## src/rtl/sync_cmd_pkg.sv

```systemverilog
////////////////////////////////////////////////////////////////////////////
// Fast command definitions for the resync transmitter
// Command codes carried on the serial line and the encoded frame format
////////////////////////////////////////////////////////////////////////////

package sync_cmd_pkg;

   ////////////////////////////////////////////////////////////////////////////
   // Frame format
   ////////////////////////////////////////////////////////////////////////////

   // Bits per encoded frame, sent MSB first
   localparam int frame_bits = 8;

   // Raw 4-bit fast command
   typedef logic [3:0] cmd_t;

   // Hamming-protected frame, top bit always zero
   typedef logic [frame_bits-1:0] frame_t;

   ////////////////////////////////////////////////////////////////////////////
   // Command codes
   ////////////////////////////////////////////////////////////////////////////

   // Closes a command sequence
   localparam cmd_t cmd_stop        = 4'd0;

   // Opens a command sequence
   localparam cmd_t cmd_start       = 4'd1;

   // Start-up sequence payload
   localparam cmd_t cmd_dtu_reset   = 4'd2;
   localparam cmd_t cmd_normal_mode = 4'd6;

   // Bunch crossing zero marker, sent once per orbit
   localparam cmd_t cmd_bc0         = 4'd14;

endpackage

```

## src/rtl/sync_timing_pkg.sv

```systemverilog
////////////////////////////////////////////////////////////////////////////
// Timing definitions for the resync transmitter
// Counter widths for the orbit timer, frame bit index and sequence slots
////////////////////////////////////////////////////////////////////////////

package sync_timing_pkg;

   // Orbit counter, wide enough for a full LHC orbit of 3564 cycles
   localparam int orbit_cnt_bits = 16;
   typedef logic [orbit_cnt_bits-1:0] orbit_cnt_t;

   // Bit position inside an 8-bit frame
   localparam int bit_cnt_bits = 3;
   typedef logic [bit_cnt_bits-1:0] bit_cnt_t;

   // Commands in each sequence
   localparam int seq_len = 4;

   // Slot of a command inside a sequence
   localparam int slot_bits = $clog2(seq_len);
   typedef logic [slot_bits-1:0] slot_t;

endpackage

```

## src/rtl/command_serializer.sv

```systemverilog
////////////////////////////////////////////////////////////////////////////
// Fast command serializer
// Encodes a 4-bit command into an (8,4) Hamming frame and shifts it out
// MSB first on the resync line, one bit per clock
////////////////////////////////////////////////////////////////////////////

`timescale 1ns/100ps

module command_serializer (
   input  logic               clk,
   input  logic               RST_A,
   input  sync_cmd_pkg::cmd_t cmd,
   input  logic               cmd_load,
   output logic               resync,
   output logic               frame_strobe,
   output logic               frame_done
);

   import sync_cmd_pkg::*;
   import sync_timing_pkg::*;

   // Parity bits in 0, 1 and 3, data in 2 and 6..4
   function automatic frame_t encode(input cmd_t c);
      frame_t f;
      f[0]   = c[0] ^ c[1] ^ c[3];
      f[1]   = c[0] ^ c[2] ^ c[3];
      f[2]   = c[0];
      f[3]   = c[1] ^ c[2] ^ c[3];
      f[6:4] = c[3:1];
      f[7]   = 1'b0;
      return f;
   endfunction

   frame_t   shift_q;
   bit_cnt_t bit_cnt_q;
   logic     active_q;
   logic     last_bit;

   assign last_bit = (bit_cnt_q == bit_cnt_t'(frame_bits - 1));

   always_ff @(posedge clk) begin
      if (!RST_A) begin
         shift_q   <= '0;
         bit_cnt_q <= '0;
         active_q  <= 1'b0;
      end else if (cmd_load) begin
         // A load on the last bit keeps frames back to back
         shift_q   <= encode(cmd);
         bit_cnt_q <= '0;
         active_q  <= 1'b1;
      end else begin
         shift_q <= {shift_q[frame_bits-2:0], 1'b0};
         if (active_q) begin
            bit_cnt_q <= bit_cnt_q + 1'b1;
            if (last_bit) begin
               active_q <= 1'b0;
            end
         end
      end
   end

   assign resync       = shift_q[frame_bits-1];
   assign frame_strobe = active_q && (bit_cnt_q == '0);
   assign frame_done   = active_q && last_bit;

endmodule

```

## src/rtl/orbit_timer.sv

```systemverilog
////////////////////////////////////////////////////////////////////////////
// Orbit timer
// Free-running period counter that pulses once per orbit while enabled
////////////////////////////////////////////////////////////////////////////

`timescale 1ns/100ps

module orbit_timer #(
   parameter int orbit_period = 3564
) (
   input  logic clk,
   input  logic RST_A,
   input  logic orbit_enable,
   output logic orbit_tick
);

   import sync_timing_pkg::*;

   // Last count before the wrap
   localparam orbit_cnt_t cnt_last = orbit_cnt_t'(orbit_period - 1);

   orbit_cnt_t cnt_q;
   logic       tick_q;
   logic       wrap;

   assign wrap = (cnt_q == cnt_last);

   always_ff @(posedge clk) begin
      if (!RST_A) begin
         cnt_q  <= '0;
         tick_q <= 1'b0;
      end else if (!orbit_enable) begin
         // Held at zero so the next enable restarts a full period
         cnt_q  <= '0;
         tick_q <= 1'b0;
      end else begin
         tick_q <= wrap;
         if (wrap) begin
            cnt_q <= '0;
         end else begin
            cnt_q <= cnt_q + 1'b1;
         end
      end
   end

   assign orbit_tick = tick_q;

endmodule

```

## src/rtl/sync_sequencer.sv

```systemverilog
////////////////////////////////////////////////////////////////////////////
// Resync command sequencer
// Chooses the start-up or orbit sequence and feeds its four commands to
// the serializer, one per frame, keeping a late orbit request pending
////////////////////////////////////////////////////////////////////////////

`timescale 1ns/100ps

module sync_sequencer (
   input  logic                clk,
   input  logic                RST_A,
   input  logic                init_req,
   input  logic                orbit_tick,
   input  logic                frame_done,
   output sync_cmd_pkg::cmd_t  cmd,
   output logic                cmd_load,
   output logic                busy
);

   import sync_cmd_pkg::*;
   import sync_timing_pkg::*;

   typedef enum logic [1:0] {
      st_idle,
      st_startup,
      st_orbit
   } state_t;

   state_t state_q;
   slot_t  slot_q;
   logic   pending_q;
   logic   load_q;

   logic   last_slot;
   logic   next_load;
   logic   chain_orbit;
   logic   use_orbit;
   slot_t  cmd_slot;

   ////////////////////////////////////////////////////////////////////////////
   // Load decisions
   ////////////////////////////////////////////////////////////////////////////

   assign last_slot = (slot_q == slot_t'(seq_len - 1));

   // Next command goes out as the current frame shifts its last bit
   assign next_load = (state_q != st_idle) && frame_done && !last_slot;

   // Orbit sequence follows straight on when a tick is waiting
   assign chain_orbit = (state_q != st_idle) && frame_done && last_slot &&
                        (pending_q || orbit_tick);

   assign cmd_load = load_q || next_load || chain_orbit;
   assign busy     = (state_q != st_idle);

   ////////////////////////////////////////////////////////////////////////////
   // Command lookup
   ////////////////////////////////////////////////////////////////////////////

   always_comb begin
      use_orbit = (state_q == st_orbit) || chain_orbit;
      if (load_q) begin
         cmd_slot = slot_q;
      end else if (last_slot) begin
         cmd_slot = '0;
      end else begin
         cmd_slot = slot_t'(slot_q + 1'b1);
      end

      if (use_orbit) begin
         case (cmd_slot)
            2'd0:    cmd = cmd_start;
            2'd1:    cmd = cmd_start;
            2'd2:    cmd = cmd_bc0;
            default: cmd = cmd_stop;
         endcase
      end else begin
         case (cmd_slot)
            2'd0:    cmd = cmd_start;
            2'd1:    cmd = cmd_dtu_reset;
            2'd2:    cmd = cmd_normal_mode;
            default: cmd = cmd_stop;
         endcase
      end
   end

   ////////////////////////////////////////////////////////////////////////////
   // State machine
   ////////////////////////////////////////////////////////////////////////////

   always_ff @(posedge clk) begin
      if (!RST_A) begin
         state_q   <= st_idle;
         slot_q    <= '0;
         pending_q <= 1'b0;
         load_q    <= 1'b0;
      end else begin
         load_q <= 1'b0;
         case (state_q)
            st_idle: begin
               // Orbit has priority over a simultaneous start-up request
               if (orbit_tick) begin
                  state_q <= st_orbit;
                  slot_q  <= '0;
                  load_q  <= 1'b1;
               end else if (init_req) begin
                  state_q <= st_startup;
                  slot_q  <= '0;
                  load_q  <= 1'b1;
               end
            end
            default: begin
               if (orbit_tick) begin
                  pending_q <= 1'b1;
               end
               if (next_load) begin
                  slot_q <= slot_t'(slot_q + 1'b1);
               end else if (chain_orbit) begin
                  state_q   <= st_orbit;
                  slot_q    <= '0;
                  pending_q <= 1'b0;
               end else if (frame_done) begin
                  state_q <= st_idle;
               end
            end
         endcase
      end
   end

endmodule

```

## src/rtl/sync_tx_top.sv

```systemverilog
////////////////////////////////////////////////////////////////////////////
// Resync transmitter top level
// Orbit timer, command sequencer and serializer driving the resync line
////////////////////////////////////////////////////////////////////////////

`timescale 1ns/100ps

module sync_tx_top #(
   parameter int orbit_period = 3564
) (
   input  logic clk,
   input  logic RST_A,
   input  logic init_req,
   input  logic orbit_enable,
   output logic resync,
   output logic frame_strobe,
   output logic busy
);

   import sync_cmd_pkg::*;

   logic orbit_tick;
   cmd_t cmd;
   logic cmd_load;
   logic frame_done;

   // Orbit boundary source
   orbit_timer #(
      .orbit_period (orbit_period)
   ) u_orbit_timer (
      .clk          (clk),
      .RST_A        (RST_A),
      .orbit_enable (orbit_enable),
      .orbit_tick   (orbit_tick)
   );

   // Sequence selection and command issue
   sync_sequencer u_sync_sequencer (
      .clk        (clk),
      .RST_A      (RST_A),
      .init_req   (init_req),
      .orbit_tick (orbit_tick),
      .frame_done (frame_done),
      .cmd        (cmd),
      .cmd_load   (cmd_load),
      .busy       (busy)
   );

   // Encoding and serial output
   command_serializer u_command_serializer (
      .clk          (clk),
      .RST_A        (RST_A),
      .cmd          (cmd),
      .cmd_load     (cmd_load),
      .resync       (resync),
      .frame_strobe (frame_strobe),
      .frame_done   (frame_done)
   );

endmodule

```

## config.mk

```make
export PLATFORM = sky130hd
export DESIGN_NAME = sync_tx_top
export DESIGN_NICKNAME = d
export VERILOG_FILES = /design/src/rtl/sync_cmd_pkg.sv /design/src/rtl/sync_timing_pkg.sv /design/src/rtl/command_serializer.sv /design/src/rtl/orbit_timer.sv /design/src/rtl/sync_sequencer.sv /design/src/rtl/sync_tx_top.sv
export SDC_FILE = /design/constraint.sdc
export NUM_CORES = 1
export LEC_CHECK = 0
export ABC_AREA = 1
export BUFFER_PORTS_ARGS = -buffer_cell sky130_fd_sc_hd__buf_2
export CAP_MARGIN = 10
export CORE_ASPECT_RATIO = 1.2
export CORE_MARGIN = 1
export CORE_UTILIZATION = 61
export CTS_CLUSTER_DIAMETER = 50
export DETAILED_ROUTE_END_ITERATION = 10
export GPL_ROUTABILITY_DRIVEN = 0
export PLACE_DENSITY = 0.85
export SETUP_SLACK_MARGIN = 0.2
export SYNTH_ARGS = -nofsm -noshare
export SYNTH_HDL_FRONTEND = slang
export SYNTH_SLANG_ARGS = --single-unit
```

## constraint.sdc

```tcl
create_clock -name clk -period 2.5 [get_ports clk]
set_input_delay 0 -clock clk [delete_from_list [all_inputs] [get_ports clk]]
set_output_delay 0 -clock clk [all_outputs]
set_load 0.1 [all_outputs]
```

# After elaboration in Yosys (flattened, before gate mapping)
# Index checks and enable logic that the tools add are counted.
# totals
regBits	35
inputBits	4
# classes
n_reduce_logical	25
n_eq_ne	8
n_addsub	3
mux	25
bitwise_logic	8
# op_table
operator	n
2-bit 2-to-1 mux	13
16-bit by 1-bit adder with 16-bit output, second input constant	1
16-bit by 12-bit == test with 1-bit output, second input constant	1
3-bit one-hot mux with 3 select lines	1
1-bit 2-to-1 mux	8
4-bit one-hot mux with 2 select lines	1
2-bit AND reduction	4
7-bit 2-to-1 mux	1
2-bit == test, second input constant	3
1-bit logical AND	6
3-bit nonzero test	2
1-bit bitwise XOR	6
2-bit logical NOT	2
1-bit logical OR	4
4-bit 2-to-1 mux	1
2-bit OR reduction	2
3-bit by 1-bit adder with 3-bit output, second input constant	1
3-bit == test, second input constant	1
3-bit logical NOT	1
3-bit inequality test, second input constant	1
3-bit AND reduction	1
3-bit OR reduction	1
2-bit by 1-bit adder with 2-bit output, second input constant	1
2-bit by 1-bit == test with 1-bit output, second input constant	1
4 further kinds	5

# Depth between registers and ports, before layout
# logic_depth
depth_word	10
depth_mapped	10
ltp_nobuf	10

# Modules after synthesis
# From an unflattened synthesis, not the netlist that was laid out.
# unflattened
cells_unflattened	274
area_unflattened_um2	1890.6
# modules_own_cells
mod	cells_each	area_each_um2	instances
orbit_timer	126	885.8	1
command_serializer	79	543.0	1
sync_sequencer	69	461.7	1

# Worst setup path before layout
# No wires, ideal clock.
# synth_path
path_kind	flip-flop to output port
startpoint	register u_command_serializer.bit_cnt_q[0]
endpoint	output port frame_strobe
n_path_buf	0
path_stages_with_launch	5
path_slack_ns	0.697
arrival_time_ns	1.803
t_required_ns	2.500
path_cell_list	dfxtp_1 > inv_1 > ha_1 > nand2_1 > nor2_1
# synth_between
elab_chain_cells	2
# synth_lines
element	line	source
start: declaration	command_serializer.sv:35	bit_cnt_t bit_cnt_q;
start signal: assignment	command_serializer.sv:54	bit_cnt_q <= bit_cnt_q + 1'b1;
3-bit logical NOT	command_serializer.sv:63	assign frame_strobe = active_q && (bit_cnt_q == '0);
1-bit logical AND	command_serializer.sv:63	
end: declaration	sync_tx_top.sv:16	output logic frame_strobe,
# Every way passes these cells.

# Worst setup path in the final report
# layout_path
startpoint	register u_sync_sequencer.slot_q[0]
endpoint	register u_command_serializer.shift_q[0]
# layout_between
elab_chain_cells	9
# layout_lines
element	line	source
start: declaration	sync_sequencer.sv:30	slot_t slot_q;
start signal: assignment	sync_sequencer.sv:117	slot_q <= slot_t'(slot_q + 1'b1);
2-bit by 1-bit adder with 2-bit output or 2-bit == test (tied branches)	sync_sequencer.sv:67, sync_sequencer.sv:44	
2-bit 2-to-1 mux	sync_sequencer.sv:64	end else if (last_slot) begin
2-bit 2-to-1 mux	sync_sequencer.sv:62	if (load_q) begin
2-bit by 1-bit == test with 1-bit output or 2-bit logical NOT (tied branches)	sync_sequencer.sv:71, sync_sequencer.sv:78	
2-bit OR reduction (no line)	--	
4-bit one-hot mux with 2 select lines	sync_sequencer.sv:71	case (cmd_slot)
4-bit 2-to-1 mux	sync_sequencer.sv:70	if (use_orbit) begin
1-bit bitwise XOR (2 in series)	command_serializer.sv:25	f[0] = c[0] ^ c[1] ^ c[3];
end signal: assignment	command_serializer.sv:48	shift_q <= encode(cmd);
end signal: assignment	command_serializer.sv:52	shift_q <= {shift_q[frame_bits-2:0], 1'b0};
end: declaration	command_serializer.sv:34	frame_t shift_q;
# Parallel ways exist; a longest one is shown, timed or not.
# A chain may end at the register's enable or synchronous reset.

==> impl_metrics.env <==
export IMPL_timing_final_crit_share_pct=66.5
export IMPL_yosysWarnings=0
export IMPL_status="finished, final reports clean"
export IMPL_drt_iter0_markers=16
export IMPL_max_stage_delay_ps=340
export IMPL_viasPerCell=5.21
export IMPL_max_slew_margin_pct=68.1
export IMPL_crit_path_frequent_cell="ha_1"
export IMPL_synthArstFlopShare_pct=0
export IMPL_final_layout_size_suffix_gt1_share_pct=14.6
export IMPL_grt_max_degree=17
export IMPL_synth_edf_count=0
export IMPL_clock_sink_count=35
export IMPL_finalSetupViolations=0
export IMPL_min_from="u_command_serializer.shift_q[6]"
export IMPL_stdcell_area_sq_um=1960
export IMPL_holdPathEnd="u_command_serializer.shift_q[7]"
export IMPL_worstMarginPinSlew_ps=482
export IMPL_cts_inserted_buffers=5
export IMPL_hpwl_microns=2390
export IMPL_fp_dieW_microns=51.2
export IMPL_arrival_ps=1890
export IMPL_grt_pass1_wl_microns=5440
export IMPL_drtAntennaViolNets=0
export IMPL_synth_most_common_cell="nand2_1"
export IMPL_cap_viol_max_count=0
export IMPL_hold_depth=2
export IMPL_worstReg2RegEnd="u_command_serializer.shift_q[0]"
export IMPL_syn_to_final_growth_pct=10.8
export IMPL_rr_startpoint="u_sync_sequencer.slot_q[0]"
export IMPL_finalHoldViolations=0
export IMPL_netlist_area_sq_um=1770
export IMPL_netlist_area_leader_share_pct=39.6
export IMPL_power_frac_comb_pct=8.4
export IMPL_vias=1501
export IMPL_rr_worst_depth=8
export IMPL_syn_num_nets=251
export IMPL_cts_path_max_buffers=2
export IMPL_dp_slack_ps=857
export IMPL_place_area_sq_um=1830
export IMPL_grt_ovfl_total=0
export IMPL_grt_use_total_pct=23.9
export IMPL_synth_common_cells="58 x nand2_1, 35 x dfxtp_1, 31 x inv_1"
export IMPL_cp_start_kind="flip-flop"
export IMPL_hold_class="reg2reg"
export IMPL_yosys_most_used_dff="dfxtp_1"
export IMPL_yosysUniqueCellTypes=27
export IMPL_clock_skew_ps=14.2
export IMPL_critPathSlowestCell="dfxtp_1"
export IMPL_io_pins=7
export IMPL_rsz0062_at_grt="false"
export IMPL_power_density_nw_per_um2=559
export IMPL_seq_power_share_pct=52.7
export IMPL_die_y_microns=61.0
export IMPL_crit_chain="ha_1, inv_2, nand3_1, o21ai_0, inv_1, ha_1, a21oi_1, nor2_1"
export IMPL_critPathKind="reg2reg"
export IMPL_power_leakage_nw=0.780
export IMPL_post_route_util_pct=70.4
export IMPL_num_rows=21
export IMPL_crit_path_end_kind="flip-flop"
export IMPL_first_global_vias=1338
export IMPL_holdWs_ps=430
export IMPL_dr_pass1_iters=4
export IMPL_coreArea_sq_um=2790
export IMPL_syn_avg_cell_area_sq_um=7.46
export IMPL_h_tree_depth=2
export IMPL_nFillCells=220
export IMPL_max_freq_mhz=601
export IMPL_wl_per_cell_microns=11.2
export IMPL_synth_top_area_cell="dfxtp_1"
export IMPL_clock_latency_ps=330
export IMPL_cts_tree="built"
export IMPL_postCtsResizedCells=0
export IMPL_report_final_slew_viol_count=0
export IMPL_irDropWorstVdd_uv=528
export IMPL_insertedDiodeCount=0
export IMPL_p_sw_mw=0.265
export IMPL_yosysSeqAreaShare_pct=39.6
export IMPL_antenna_found_initial=0
export IMPL_p_sw_share_pct=24.2
export IMPL_critPathMaxFanout=4
export IMPL_clk_pin_slew_worst_paths_ps=110
export IMPL_die_area_sq_um=3120
export IMPL_cellInternalPower_mw=0.831
export IMPL_rrSetupSlack_ps=840
export IMPL_multi_input_area_sq_um=933
export IMPL_finalNetCount=267
export IMPL_worstPathRequired_ps=2730
export IMPL_drc=0
export IMPL_synth_area_leaders="dfxtp_1 40%, nand2_1 12%, ha_1 7.1%, inv_1 6.6%, nor2_1 5.5%"
export IMPL_tns_ps=0
export IMPL_start_util_pct=63.5
export IMPL_setup_ws_ps=837
export IMPL_syn_instance_count=237
export IMPL_period_minus_slack_ps=1660
export IMPL_io_buffers=6
export IMPL_ys_ff_latch=35
export IMPL_seq_area_sq_um=701
export IMPL_clkPwrFrac_pct=39.0
export IMPL_cts_root_buf="clkbuf_4"
export IMPL_routed_wl_microns=3220
-- power by group through the flow --
stage,registers [mW],clock network [mW],logic [mW]
2_1_floorplan,0.590,0,0.0707
3_3_place_gp,0.590,0,0.0859
3_5_place_dp,0.590,0,0.0867
4_1_cts,0.577,0.441,0.0918
5_1_grt,0.580,0.457,0.102
6_report,0.577,0.427,0.0918
-- logic make-up (layout without fill, tap and decap cells) --
group                    count (synthesis)  in the layout  share of synthesized area, %
flip-flops                              35             35                          39.6
AND/OR/NAND/NOR                        127            127                          34.4
buffers and inverters                   35             52                          7.64
adder cells (fa/ha/maj)                 10             10                          7.07
XOR/XNOR                                 6              6                          2.97
AO/OA/AOI/OAI                           24             24                          8.35
-- layer usage --
| layer | share of wire (%) | track usage (%) |
|---|---|---|
| met1 | 42 | 24.4 |
| met2 | 53 | 44.9 |
| met3 | 3.7 | 6.27 |
| met4 | 1.5 | 11.9 |
| met5 | 0 | 0 |
-- how the worst max path moves through the flow --
stage / start / to / slack, ps
2_1_floorplan: u_command_serializer.bit_cnt_q[0] / frame_strobe / 700
3_3_place_gp: u_sync_sequencer.slot_q[0] / u_command_serializer.shift_q[4] / 910
3_5_place_dp: u_sync_sequencer.slot_q[0] / u_command_serializer.shift_q[4] / 860
4_1_cts: u_sync_sequencer.slot_q[0] / u_command_serializer.shift_q[0] / 840
5_1_grt: u_sync_sequencer.slot_q[0] / u_command_serializer.shift_q[0] / 690
6_report: u_sync_sequencer.slot_q[0] / u_command_serializer.shift_q[0] / 840
-- flip-flops by register name (all words and copies together) (netlist names) --
name / flops
u_sync_sequencer.load_q: 1
u_sync_sequencer.pending_q: 1
u_command_serializer.shift_q: 8
u_sync_sequencer.slot_q: 2
u_command_serializer.active_q: 1
u_command_serializer.bit_cnt_q: 3
u_orbit_timer.cnt_q: 16
u_orbit_timer.orbit_tick: 1
u_sync_sequencer.state_q: 2
-- stage by stage --
step	std cells	power, mW
CTS	288	1.11
detailed placement	276	0.677
floorplan	237	0.660
finish	288	1.10
global route	288	1.14
global placement	276	0.676
-- critical path: cells and delay by family, from the launching register on --
kind,cells,cell delay (ps)
simple gates,2,120
fa+ha+maj,2,520
compound gates,2,340
flops,1,340
buf+inv,2,230
-- cells in the final DEF, fill, tap and decap left out, drive strengths merged, types with 4 or more instances in the layout --
cell         Yosys  routed
a21oi           15      15
buf              1       6
clkbuf           0       6
dfxtp           35      35
dlygate4sd3      0       4
ha              10      10
inv             34      34
nand2           63      63
nand3           15      15
nand4            8       8
nor2            33      33
nor3             6       6
o21ai            7       7
xor2             4       4
-- layout make-up --
class                   instances  share of cell area, %
flip-flops and latches         35                   35.7
multi-input cells             167                   47.6
repair buffers                 10                   3.57
inverters                      34                   6.51
clock buffers                   6                   2.62
clock inverters                 2                   1.79
well taps                      34                   2.17
-- what timing repair did --
item                      CTS  global route
hold endpoints to repair    6             0
buffers inserted            0             0
hold buffers                4             0
Note: power is estimated with default switching activity, not from simulation.
